--- config.mk ---
export PLATFORM = sky130hd
export DESIGN_NAME = req_fifo
export DESIGN_NICKNAME = d
export VERILOG_FILES = /design/src/common/mem_bus_pkg.sv /design/src/hw/req_fifo.sv
export SDC_FILE = /design/constraint.sdc
export NUM_CORES = 1
export LEC_CHECK = 0
export BUFFER_PORTS_ARGS = -buffer_cell sky130_fd_sc_hd__buf_4
export CORE_ASPECT_RATIO = 1.1
export CORE_MARGIN = 5
export CORE_UTILIZATION = 53
export CTS_CLUSTER_DIAMETER = 60
export DETAILED_ROUTE_END_ITERATION = 10
export PLACE_DENSITY_LB_ADDON = 0.05
export SYNTH_ARGS = -nofsm -noshare
export SYNTH_HDL_FRONTEND = slang
export SYNTH_SLANG_ARGS = --single-unit
--- constraint.sdc ---
create_clock -name clk -period 3.3 [get_ports clk]
set_input_delay 0.165 -clock clk [delete_from_list [all_inputs] [get_ports clk]]
set_output_delay 0.165 -clock clk [all_outputs]
set_load 0.005 [all_outputs]
--- src/common/mem_bus_pkg.sv ---
`default_nettype none

package mem_bus_pkg;

    // ------------------------------------------------------------------
    // Bus widths
    // ------------------------------------------------------------------
    localparam int ADDR_W = 32;
    localparam int DATA_W = 32;
    localparam int STRB_W = 4;

    // Top address byte selects the region
    localparam int REGION_W = 8;

    // ------------------------------------------------------------------
    // Opcodes and sequencer states
    // ------------------------------------------------------------------
    typedef enum logic {
        MEM_READ  = 1'b0,
        MEM_WRITE = 1'b1
    } mem_op_e;

    typedef enum logic [1:0] {
        SEQ_IDLE  = 2'd0,
        SEQ_ISSUE = 2'd1,
        SEQ_WAIT  = 2'd2
    } seq_state_e;

    // Stored request is {op, addr, wdata, wstrb}
    localparam int REQ_W = 1 + ADDR_W + DATA_W + STRB_W;

endpackage

`default_nettype wire

--- src/hw/req_fifo.sv ---
`default_nettype none
`timescale 1ns/100ps

module req_fifo #(
    parameter int FIFO_DEPTH = 4
) (
    input  wire logic                                clk,
    input  wire logic                                rst_n,
    input  wire logic                                cmd_valid,
    input  mem_bus_pkg::mem_op_e                     cmd_op,
    input  wire logic [mem_bus_pkg::ADDR_W-1:0]      cmd_addr,
    input  wire logic [mem_bus_pkg::DATA_W-1:0]      cmd_wdata,
    input  wire logic [mem_bus_pkg::STRB_W-1:0]      cmd_wstrb,
    input  wire logic                                fifo_pop,
    output logic                                     fifo_empty,
    output mem_bus_pkg::mem_op_e                     head_op,
    output logic [mem_bus_pkg::ADDR_W-1:0]           head_addr,
    output logic [mem_bus_pkg::DATA_W-1:0]           head_wdata,
    output logic [mem_bus_pkg::STRB_W-1:0]           head_wstrb,
    output logic                                     credit_return
);
    import mem_bus_pkg::*;

    localparam int PTR_W = (FIFO_DEPTH > 1) ? $clog2(FIFO_DEPTH) : 1;
    localparam int CNT_W = $clog2(FIFO_DEPTH + 1);

    logic [REQ_W-1:0] store [FIFO_DEPTH];
    logic [PTR_W-1:0] wr_ptr;
    logic [PTR_W-1:0] rd_ptr;
    logic [CNT_W-1:0] count;
    logic             fifo_full;
    logic             push;
    logic             pop;
    logic [REQ_W-1:0] head_entry;

    assign fifo_empty = (count == '0);
    assign fifo_full  = (count == CNT_W'(FIFO_DEPTH));

    // No ready: the host's credits keep writes within the free slots
    assign push = cmd_valid;
    assign pop  = fifo_pop && !fifo_empty;

    // Head entry unpacked for the sequencer
    assign head_entry = store[rd_ptr];
    assign head_op    = mem_op_e'(head_entry[REQ_W-1]);
    assign head_addr  = head_entry[STRB_W+DATA_W +: ADDR_W];
    assign head_wdata = head_entry[STRB_W +: DATA_W];
    assign head_wstrb = head_entry[0 +: STRB_W];

    always_ff @(posedge clk) begin
        if (push) begin
            store[wr_ptr] <= {cmd_op, cmd_addr, cmd_wdata, cmd_wstrb};
        end
    end

    // ------------------------------------------------------------------
    // Pointers, count and credit pulse
    // ------------------------------------------------------------------
    always_ff @(posedge clk) begin
        if (!rst_n) begin
            wr_ptr        <= '0;
            rd_ptr        <= '0;
            count         <= '0;
            credit_return <= 1'b0;
        end else begin
            if (push) begin
                wr_ptr <= (wr_ptr == PTR_W'(FIFO_DEPTH - 1)) ? '0 : wr_ptr + 1'b1;
            end
            if (pop) begin
                rd_ptr <= (rd_ptr == PTR_W'(FIFO_DEPTH - 1)) ? '0 : rd_ptr + 1'b1;
            end
            case ({push, pop})
                2'b10:   count <= count + 1'b1;
                2'b01:   count <= count - 1'b1;
                default: count <= count;
            endcase
            // One credit per freed slot, a cycle after the pop
            credit_return <= pop;
        end
    end

    // Host spent more credits than it owns
    assert property (@(posedge clk) disable iff (!rst_n) cmd_valid |-> !fifo_full);

    assert property (@(posedge clk) disable iff (!rst_n) fifo_pop |-> !fifo_empty);

endmodule

`default_nettype wire

### Yosys cells after proc, flatten, opt, wreduce, memory -nomap -nowiden

Memories as Yosys holds them, arrays and structs flattened. A register that Yosys moved wholly into a read port is not among the register bits.
Index checks and enable logic that the tools add are counted.

* bits in registers: 8
* bits in writable memories: 276
* output and inout port bits: 71
* logic and storage cells: 24
* memories kept: 1

Memory list
* store: words 4, width 69, rd ports 1, clocked after memory_dff 1, write ports 1, line req_fifo.sv:27 `logic [REQ_W-1:0] store [FIFO_DEPTH];`

* $add $sub $neg: 4
* equal/unequal tests: 4
* muxes and demuxes: 7
* reduce and logical (&&, ||, !) cells: 4

Operators by type and width (number)
* $mux 2: 4
* $eq 2x2->1 const B: 3
* $pmux 3 s2: 1
* $add 2x1->2 const B: 2
* $add 3x1->3 const B: 1
* $logic_not 3->1: 1
* $sub 3x1->3 const B: 1
* $eq 2x1->1 const B: 1
* $mux 1: 2
* $reduce_bool 2->1: 1
* $logic_and 1x1->1: 1
* $logic_not 1->1: 1

### Logic depth before layout (Yosys ltp)

Gate-level depths: netlist (run 1).

* word-level depth: 5
* mapped depth: 8

### Worst setup path after synthesis (run 1)

Ideal clock, no wire load.

* kind: register to register
* start: register wr_ptr[0]
* end: memory store[3][0] (netlist name) (enable)
* data arrival time: 2167 ps
* data required time: 2866 ps
* path slack: 699 ps
* cell stages (with the launch flop): 3
* buffers on the path: 0
* clock period less this slack: 2601 ps
* cells stage by stage: dfxtp_1 > ha_1 > and2_1

RTL lines
* start, declared: line req_fifo.sv:28 `logic [PTR_W-1:0] wr_ptr;`
* start signal, assigned: line req_fifo.sv:67 `wr_ptr <= (wr_ptr == PTR_W'(FIFO_DEPTH - 1)) ? '0 : wr_ptr + 1'b1;`
* end, declared: line req_fifo.sv:27

Straight into the memory's write port.

==> impl_summary.md, run 1 <==
Timing
Setup repair after global routing left no endpoint under its margin. After layout, the minimum clock period comes to ~2.5 ns. The relative slew slack is a little over a quarter. In the finished design, the share of the clock period the worst path needs comes to 76.81%. At the pin with the least slew margin, the transition time is between 1 and 1.5 ns. Setup violations remaining at the end of the flow were counted as 0.

The count of final hold-check violations is 0. The worst clock skew on the final layout is 0.01158 ns. For this run, the top clock speed supported by timing is ~390 MHz. The setup TNS is 0 ns. On the final layout, the worst hold slack is 0.3819 ns. The final count of pins violating max slew is 0.

Place
The number of cells after detailed placement is 800. The cell area reported after detailed placement is 11820 um2. The HPWL after detailed placement is roughly 11000 um. The number of input and output port buffers inserted is 143. The congestion estimate from routability-driven global placement came to slightly above 0.7.

Synthesis
The number of flip-flops and latches in the synthesized netlist is between 200 and 300. Summed over its instances, the top area cell type makes up 79.37% of the synthesized netlist area. Sequential elements use around four fifths of the synthesized area.

In the synthesized netlist the dominant register cell turns out to be edfxtp_1. The proportion of register bits with asynchronous set or reset after synthesis is 0%. After synthesis, the cell types taking the most area are edfxtp_1 79%, mux4_2 15%, dfxtp_1 1.9%. Yosys mapped a number of flops with a built-in enable equal to 276. The gate count of the mapped netlist is 413. The synthesized design spends more area on one cell type than any other, namely edfxtp_1. Yosys instantiated no cell more often than edfxtp_1. Averaged over all synthesized cells, the footprint is roughly 25 um2. By count the netlist is led by 276 x edfxtp_1, 69 x mux4_2, 10 x dfxtp_1.

The number of distinct library cells after synthesis is 23. The total standard cell area after synthesis is roughly 10000 um2. During synthesis, Yosys emitted a total of 0 warnings.

The number of nets in the synthesized netlist is 493.

Power
The fraction of power consumed by combinational cells is 16.6%. The register share of total power is between 40% and 50%. The switching part of the total is a little over a fifth. The worst-case IR drop observed on VDD is 0.0004719 V. The power per cell area is ~670 nW/um2. The share of total power dissipated in the clock network is 35.8%. Summed over all cells, the static leakage comes to between 4 and 5 nW.

Summed over all nets, the switching power comes to 1.986 mW. The internal portion of total power is approximately 7 mW.

Final layout
The count of inserted antenna diode cells is 0. The filler cell count in the final layout is 1221. Excluding fillers, the count of instances in the completed layout stands at approximately 930. The final design instance area without fill is between 10000 and 15000 um2. The fraction of final layout cells sized beyond drive strength 1 is 40.35%. From synthesis to final layout, the design area changed by 29.37%. In the final design database the tool counted about 740 nets.

Drt
The routed wire length per instance is 21.08 um. The total via count after detailed routing is around 5000. The number of nets still failing antenna checks after routing is 0. The ratio of routed vias to standard cells is roughly 5.3. The routed design has slightly below 20000 um of wire. The number of detailed-routing iterations run before antenna repair is 5. After the first detailed-routing iteration, the DRC count stood at between 200 and 300. For this run, design rule violations remaining after detail routing come to 0.

Clocking
After clock tree synthesis, the repair step resized 0 gates. Buffers inserted during clock tree synthesis total 29. The clock net sink count is 286. TritonCTS built the clock tree.

In this run the number of H-tree levels came out at 1. At the later pin of the worst-skew pair, clock insertion delay measures 0.52 ns. The cell sitting at the root of the clock tree is a clkbuf_16.

Clock-pin slew was measured on the worst setup and hold paths at ~0.06 ns. The longest clock path from root to sink contains 3 buffers.

Worst setup path
The largest fanout of any net on the critical path is 32. Data on the critical path is required at its endpoint by ~3.1 ns. The slowest stage of the critical path belongs to the cell dfxtp_4. The kind of cell with the highest combined delay along the critical path is flip-flops. The worst setup path is captured at a primary output. The most repeated library cell on the critical path is buf_4. The start-to-end type of the worst setup path is reg -> out. The critical path startpoint category is a register. The data arrival time of the worst path is 2.37 ns. The combined buffer and inverter count along the critical path is 2. The signal on the critical path passes through buf_4 -> mux4_2 -> buf_4. The delay contributed by the slowest stage of the critical path is approximately 0.78 ns.

Die
The number of I/O pins is around 140. The full die area is ~23000 um2. The core region area is approximately 19000 um2. The height of the die is 157.2 um.

The floorplan has 53 rows. The starting density of the core is around 54%. The width of the die is 143.8 um.

Global routing
For this run the aggregate overflow at the end of global routing stands at 0. In the global route stage, overall resource usage came out at between 15 and 20%. The initial antenna violation count came to 0. The number of global-route vias before repair is roughly 5400. The global-route wire length before repair is 30160 um. Entering global routing, the biggest net connects 70 pins.

Flow run
The tool flagged a number of max-cap violations equal to 0.

Status
The run finished with clean final reports.

Hold path
The classification of the worst-slack hold path is in -> reg.
-- power by group through the flow --
| stage | clock network (mW) | logic [mW] | registers (mW) |
|---|---|---|---|
| 6_report | 3.24 | 1.50 | 4.32 |
| 5_1_grt | 3.48 | 1.62 | 4.35 |
| 4_1_cts | 3.32 | 1.54 | 4.33 |
| 3_5_place_dp | 0 | 1.45 | 4.41 |
| 3_3_place_gp | 0 | 1.44 | 4.40 |
| 2_1_floorplan | 0 | 0.905 | 4.28 |
-- layout make-up --
| class | instances | area [um2] | area share [%] |
|---|---|---|---|
| Inverter | 8 | 30.03 | 0.2223 |
| Tap cell | 247 | 309.0 | 2.288 |
| Timing Repair Buffer | 229 | 1902 | 14.08 |
| Clock inverter | 14 | 170.2 | 1.260 |
| Sequential cell | 286 | 8496 | 62.89 |
| Multi-Input combinational cell | 103 | 1809 | 13.39 |
| Clock buffer | 39 | 793.3 | 5.872 |
-- per-stage QoR --
stage	total power [mW]	setup WS, ns	util (%)
detailed placement	5.863	1.214	61.44
global placement	5.835	1.232	61.44
global route	9.460	0.5711	70.25
floorplan	5.183	0.6989	-
finish	9.065	0.7652	70.25
CTS	9.186	0.6693	70.25
-- cell usage in the layout (no fill, tap or decap) --
| master | count |
|---|---|
| clkbuf_16 | 29 |
| bufinv_16 | 4 |
| ha_1 | 6 |
| fa_1 | 1 |
| dfxtp_4 | 2 |
| mux4_2 | 69 |
| o31ai_1 | 1 |
| or3_1 | 2 |
| o21ai_0 | 2 |
| inv_1 | 8 |
| mux2i_1 | 1 |
| clkbuf_1 | 7 |
| xor2_1 | 2 |
| inv_6 | 1 |
| nor2_1 | 6 |
| dfxtp_1 | 8 |
| clkinv_1 | 3 |
| nand3_1 | 1 |
| buf_4 | 156 |
| nor3b_1 | 1 |
| and2_4 | 4 |
| nor3_1 | 1 |
| a21oi_1 | 4 |
| dlygate4sd3_1 | 73 |
| nand2_1 | 2 |
| edfxtp_1 | 276 |
| clkinv_2 | 6 |
| clkbuf_8 | 3 |
-- path summary, 6_finish.rpt --
path	startpoint	end	slack, ns	depth (start not counted)
max reg2reg	count[1]$_SDFFE_PN0P_	count[2]$_SDFFE_PN0P_	1.17	8
min reg2reg	rd_ptr[0]$_SDFFE_PN0N_	register	0.49	2
min	cmd_addr[28]	store[1][64]$_DFFE_PP_	0.38	2
max	register	head_wdata[17]	0.77	3
-- layer usage --
metal / global-route usage (%) / share of wire [%] / vias to the layer above
li1: - / - / 2241
met1: 23.90 / 41 / 2554
met2: 30.11 / 52 / 132
met3: 3.130 / 5.4 / 21
met4: 3.363 / 1.3 / 0
met5: 0 / 0 / -
-- timing repair --
action | 4_1_cts | 5_1_grt
hold endpoints to repair | 284 | 0
setup buffers | 0 | 0
hold buffers | 73 | 0
-- kinds of logic (layout without fill, tap and decap cells) --
group	after synthesis	after routing	share of synthesized area, %
flops	286	286	81.28
mux	70	70	14.98
buf+inv	24	290	1.486
simple gates	17	17	0.8147
fa+ha+maj	7	7	0.9106
compound gates	7	7	0.3595
xor+xnor	2	2	0.1678
-- sequential cells by signal (all words and copies together), names as in the netlist, named ones only --
register       count
store            276
count              3
wr_ptr             2
credit_return      1
rd_ptr             2
-- worst reg2reg max path, cell delays in order (launching register included) --
cell and delay, ns:
dfxtp_1 0.33, o31ai_1 0.60, inv_1 0.11, ha_1 0.23
inv_1 0.08, fa_1 0.19, xor2_1 0.08, or3_1 0.31
a21oi_1 0.14
Note: power is estimated with default switching activity, not from simulation.
==> run 2: changes to the inputs <==
clock period = 2.35 ns   (was 3.3 ns; I/O delays follow)
==> impl_summary.md, run 2 (synthesis gave the netlist of run 1 again) <==
Status
The run finished with clean final reports.

Timing
The slew at the pin closest to its max-slew limit is 0.4911 ns (-0.5974 ns). Setup repair after global routing left no endpoint under its margin. The part of the cycle the worst path needs is 92.24%. For this run, the top clock speed supported by timing is roughly 460 MHz.

The count of final hold-check violations was 0 (unchanged). The worst clock skew on the final layout is 0.008547 ns (-0.003029 ns). The number of setup violations in the final report is 0 (unchanged). The final count of pins violating max slew is 0 (unchanged). The worst path needs 2.168 ns of the cycle, external delays included. The setup TNS is 0 ns (unchanged). The relative slew slack is 67.26% (+40 points). The final worst-path setup slack is 0.1824 ns (-0.5828 ns).

Worst setup path
The data required time at the worst endpoint was 2.23 ns (-0.90 ns). The family with the most delay on the worst path is buffers and inverters. The critical path startpoint category is a register. The worst setup path is captured at a primary output.

The delay contributed by the slowest stage of the critical path came to 0.59 ns (-0.19 ns). The largest fanout of any net on the critical path was 24 (-25%). The number of cell instances on the worst register-to-register path is 8 (unchanged). The slowest cell on the critical path is mux4_2. The signal on the critical path passes through buf_4 -> mux4_2 -> buf_4. The critical path depth in cells is 3 (unchanged). The start-to-end type of the worst setup path is reg -> out. The most repeated library cell on the critical path is buf_4.

The data arrival time of the worst path is 2.05 ns (-0.32 ns). The combined buffer and inverter count along the critical path came to 2 (unchanged).

Die
The number of I/O pins came to 144 (unchanged). The height of the die is 157.2 um (unchanged). The site row count is 53 (unchanged). The width of the die came to 143.8 um (unchanged). The full die area is 22610 um2 (unchanged).

The core region area is 19230 um2 (unchanged). The starting density of the core is 54.30% (unchanged).

Clocking
The H-tree depth is 1 (unchanged). The maximum count of clock buffers along a single path is 3 (unchanged). The clock latency of the later-clocked register in the worst-skew pair came to 0.51 ns (about the same). The number of clock buffers inserted by TritonCTS is 27 (-6.9%). The CTS tree is done. The clock net sink count came to 286 (unchanged).

The cell at the root of the clock tree is clkbuf_16. The clock-pin slew on the worst setup and hold paths is 0.06 ns (about the same).

Drt
The sum of routed wire length over all layers is 18910 um (-3.1%). The post-route DRC violation count is 0 (unchanged). The routed wire length per instance was 20.56 um (-2.5%). The ratio of routed vias to standard cells is 5.354 (+0.20%). The total via count after detailed routing is 4926 (-0.44%). The number of nets still failing antenna checks after routing is 0 (unchanged). The initial detailed-routing violation count is 294 (+14%). The number of detailed-routing iterations run before antenna repair is 4 (-1).

Final layout
The fraction of final layout cells sized beyond drive strength 1 came to 39.82% (-0.53 points). The area growth from synthesis to layout is 28.94%. Leaving out fill and tap cells, the most frequent cells in the layout are 276 x edfxtp_1, 150 x buf_4, 71 x dlygate4sd3_1. The count of inserted antenna diode cells is 0 (unchanged). Leaving out fill and tap cells, the most frequent cell in the layout is edfxtp_1. The post-layout instance count excluding filler cells came to 920 (-0.65%). The largest registers in the layout are store: 276 flops, count: 3 flops. The flip-flop count of the largest register after layout was 276 (unchanged). The register with the most flip-flops in the final layout is store. The net count reported at finish is 734 (-0.41%). The utilization of the core after routing came to 70.01% (-0.23 points).

Place
The estimated wirelength of the detail-placed design is 11310 um (-1.1%). The number of cells after detailed placement is 801 (+0.13%). The worst slack after detailed placement was 0.4637 ns (-0.7502 ns). The global placer's final weighted congestion came to 0.6884 (-2.7%). The number of input and output port buffers inserted is 143 (unchanged).

Power
The cell leakage power is 4.611 nW (-1.1%). The power per cell area is 913.0 nW/um2 (+36%). The worst ir drop on vdd came to 0.001031 V (+120%).

The switching power summed over all nets is 2.704 mW (+36%). The clock network power share came to 33.4% (-2.4 points). The internal portion of total power came to 9.589 mW (+35%). The switching part of the total is 22.00% (+0.082 points).

The fraction of power consumed by combinational cells was 18.2% (+1.6 points). The register share of total power is 48.4% (+0.7 points).

Flow run
The max-cap check violation count is 0 (unchanged).

Global routing
The global-route usage over all layers came to 17.00% (-0.47 points). The maximum number of pins on one net before global-route repair came to 46 (-34%). The initial antenna violation count is 1 (+1).

The total global routing overflow is 0 (unchanged). The global-route wire length before repair is 29460 um (-2.3%). The number of global-route vias before repair is 5383 (-1.2%).

Hold path
The path class of the tightest hold or removal check is in -> reg. The hold-critical path depth is 4 (+2).
## run 2: cell count changes in the layout (fill, tap and decap cells not counted), sizes merged
cell and delta:
inv -1, bufinv -1, clkinv +2, dlygate4sd3 -2
clkinvlp +1, clkbuf -6, buf +1
## run 2: power by group through the flow
stage               Sequential [mW]  Combinational, mW  Clock [mW]
floorplan                      6.00               1.27           0
global placement               6.04               2.18           0
detailed placement             6.06               2.21           0
CTS                            5.95               2.32        4.21
global route                   5.96               2.45        4.44
finish                         5.95               2.24        4.11
## run 2: worst min-delay path, delay by kind of cell
family,cells,cell delay [ns]
buffers and inverters,2,0.25
AO/OA/AOI/OAI,1,0.09
AND/OR/NAND/NOR,1,0.05
## run 2: path summary, 6_finish.rpt
path / slack [ns] / endpoint / startpoint
worst max-delay path: 0.18 / head_addr[21] / register
worst min-delay path: 0.05 / credit_return$_SDFF_PN0_ / fifo_pop
worst max register to register: 0.48 / count[2]$_SDFFE_PN0P_ / count[0]$_SDFFE_PN0P_
worst min register to register: 0.50 / register / rd_ptr[0]$_SDFFE_PN0N_
## run 2: layout make-up
type | instances | area (um2)
sequential | 286 | 8496
inverter | 8 | 30.03
clock inverter | 15 | 145.1
clock buffer | 33 | 698.2
tap | 247 | 309.0
multi-input combinational | 103 | 1809
fill | 1232 | 5767
timing repair buffer | 228 | 1977
## run 2: what timing repair did
item	4_1_cts	5_1_grt
setup buffers	0	0
gates resized for setup	0	0
hold buffers	71	0
endpoints found under the hold margin	283	0
## run 2: metal layers
layer | vias up | global-route usage [%] | part of all wire (%)
li1 | 2233 | - | -
met3 | 24 | 3.646 | 6.0
met1 | 2550 | 22.18 | 40
met5 | - | 0 | 0.037
met2 | 117 | 29.87 | 53
met4 | 2 | 3.453 | 1.2
## run 2: stage by stage
step / instance area, um2 / hold WS, ns / total power, mW
floorplan: 10450 / 0.2164 / 7.272
global placement: 11910 / 0.3154 / 8.212
detailed placement: 11910 / 0.3196 / 8.263
CTS: 13460 / 0.02430 / 12.47
global route: 13460 / 0.05666 / 12.85
finish: 13460 / 0.04671 / 12.29
==> run 3: changes to the inputs <==
CORE_UTILIZATION = 29   (was 53)
==> impl_summary.md, run 3 (synthesis gave the netlist of run 1 again) <==
Drt
The number of detailed-routing iterations run before antenna repair is 4 (unchanged). The number of nets still failing antenna checks after routing was 0 (unchanged). The sum of routed wire length over all layers is 22780 um (+20%). The ratio of routed vias to standard cells is 4.297 (-20%). The initial detailed-routing violation count is 203 (-31%). The routed wire length per instance is 19.39 um (-5.7%). The post-route DRC violation count is 0 (unchanged).

The total via count after detailed routing is 5049 (+2.5%).

Clocking
TritonCTS built the clock tree. The clock-pin slew on the worst setup and hold paths was 0.05 ns (about the same). The number of clock buffers inserted by TritonCTS is 35 (+30%). The clock latency of the later-clocked register in the worst-skew pair is 0.51 ns (about the same). The maximum count of clock buffers along a single path is 3 (unchanged). The H-tree depth is 2 (+1). The cell at the root of the clock tree is clkbuf_16. The clock net sink count is 286 (unchanged).

Global routing
The initial antenna violation count is 0 (-1). The maximum number of pins on one net before global-route repair is 38 (-17%). The global-route wire length before repair is 34990 um (+19%). The global-route usage over all layers is 11.58% (-5.4 points). The number of global-route vias before repair is 5797 (+7.7%). The total global routing overflow is 0 (unchanged).

Power
The cell leakage power is 4.758 nW (+3.2%). The worst ir drop on vdd was 0.0004466 V (-57%). The register share of total power came to 44.2% (-4.2 points). The switching part of the total is 22.51% (+0.51 points). The fraction of power consumed by combinational cells is 17.0% (-1.2 points).

The clock network power share came to 38.8% (+5.4 points). The power per cell area was 962.6 nW/um2 (+5.4%). The switching power summed over all nets is 3.050 mW (+13%). The internal portion of total power came to 10.50 mW (+9.5%).

Status
The run finished with clean final reports.

Die
The width of the die was 190.9 um (+33%). The full die area was 39910 um2 (+76%). The starting density of the core is 29.09% (-25 points).

The height of the die is 209.0 um (+33%). The core region area is 35900 um2 (+87%). The site row count is 73 (+38%). The number of I/O pins is 144 (unchanged).

Worst setup path
The data arrival time of the worst path is 2.09 ns (+0.04 ns). The family with the most delay on the worst path is multiplexers. The largest fanout of any net on the critical path is 30 (+25%). The combined buffer and inverter count along the critical path is 2 (unchanged). The startpoint of the lowest-slack register-to-register path is count[0]$_SDFFE_PN0P_. The critical path startpoint category is a register. The start-to-end type of the worst setup path is reg -> out. The delay contributed by the slowest stage of the critical path came to 0.57 ns (-0.02 ns). The data required time at the worst endpoint was 2.23 ns (about the same). The worst setup path is captured at a primary output.

Among all stages on the critical path, the largest delay is contributed by mux4_2. The critical path goes through buf_12 -> mux4_2 -> buf_4.

Final layout
The most common cell after layout, fill and taps aside is edfxtp_1. The net count reported at finish came to 742 (+1.1%). The count of inserted antenna diode cells is 0 (unchanged). The area growth from synthesis to layout is 34.78%.

The largest registers in the layout are store: 276 flops, count: 3 flops. Leaving out fill and tap cells, the most frequent cells in the layout are 276 x edfxtp_1, 149 x buf_4, 71 x dlygate4sd3_1. The register name with the most flops is store.

The fraction of final layout cells sized beyond drive strength 1 is 40.26% (+0.44 points). The utilization of the core after routing is 39.21% (-31 points). The flip-flop count of the largest register after layout is 276 (unchanged).

Timing
Setup repair after global routing left no endpoint under its margin. The post-layout minimum cycle time came to 2.206 ns (+0.03813 ns). The count of final hold-check violations came to 0 (unchanged). The worst hold margin is 0.02837 ns (-0.01834 ns). The part of the cycle the worst path needs came to 93.86% (+1.6 points). The setup TNS was 0 ns (unchanged).

The relative slew slack is 62.32% (-4.9 points). The final count of pins violating max slew came to 0 (unchanged). The final worst-path setup slack is 0.1443 ns (-0.03813 ns). The highest clock rate was 453.4 MHz (-1.7%).

The worst clock skew on the final layout came to 0.01480 ns (+0.006250 ns). The number of setup violations in the final report was 0 (unchanged). The slew at the pin closest to its max-slew limit is 0.5653 ns (+0.07421 ns).

Hold path
The classification of the worst-slack hold path is in -> reg. The worst hold path begins at fifo_pop.

Place
The estimated wirelength of the detail-placed design came to 13460 um (+19%). The global placer's final weighted congestion is 0.6750 (-1.9%). The number of input and output port buffers inserted is 143 (unchanged). The worst slack after detailed placement is 0.4467 ns (-0.01703 ns).

Flow run
The max-cap check violation count is 0 (unchanged).
run 3: cell types whose count changed in the layout (fill, tap and decap cells not counted), sizes merged:
cell	before	now
clkinvlp	1	0
clkbuf	33	48
bufinv	3	4
run 3: power by group through the flow:
stage / clock [mW] / sequential, mW / combinational, mW
after floorplan: 0 / 6.00 / 1.27
after global placement: 0 / 6.08 / 2.26
after detailed placement: 0 / 6.10 / 2.29
after CTS: 5.44 / 5.99 / 2.40
after global routing: 5.65 / 6.01 / 2.53
final: 5.26 / 5.98 / 2.31
run 3: final cells by class:
class                           instances  area, um2
Fill cell                            3270      21820
Multi-Input combinational cell        103       1809
Timing Repair Buffer                  228       1997
Clock buffer                           48      967.2
Inverter                                8      30.03
Sequential cell                       286       8496
Clock inverter                         15      166.4
Tap cell                              487      609.3
run 3: path summary, 6_finish.rpt:
path,endpoint,slack (ns),depth (start not counted)
min,credit_return$_SDFF_PN0_,0.03,4
max,head_wdata[25],0.14,3
max reg2reg,count[2]$_SDFFE_PN0P_,0.42,8
min reg2reg,register,0.49,2
run 3: layer usage:
| metal | vias to the layer above | wire length [um] | global-route usage, % |
|---|---|---|---|
| met5 | - | 0 | 0 |
| met4 | 0 | 582 | 3.914 |
| met3 | 42 | 1239 | 3.007 |
| met2 | 123 | 11240 | 19.03 |
| met1 | 2625 | 9724 | 14.98 |
| li1 | 2259 | - | - |
run 3: metrics by stage:
step | power (mW) | std cells | cell area, um2
after floorplan | 7.272 | 413 | 10450
after global placement | 8.334 | 1041 | 12220
after detailed placement | 8.382 | 1041 | 12220
after CTS | 13.83 | 1175 | 14070
after global routing | 14.19 | 1175 | 14070
final | 13.55 | 1175 | 14070
run 3: what timing repair did:
action | 4_1_cts | 5_1_grt
hold endpoints to repair | 282 | 0
setup endpoints to repair | 0 | 1
hold buffers | 71 | 0
gates resized for setup | 0 | 1
buffers inserted | 0 | 0
run 3: worst reg2reg max path: stages (launching register included):
cell and delay [ns]:
dfxtp_1 0.40, o31ai_1 0.12, inv_1 0.07, ha_1 0.17, inv_1 0.07, fa_1 0.38, xor2_1 0.17, or3_1 0.32
a21oi_1 0.16
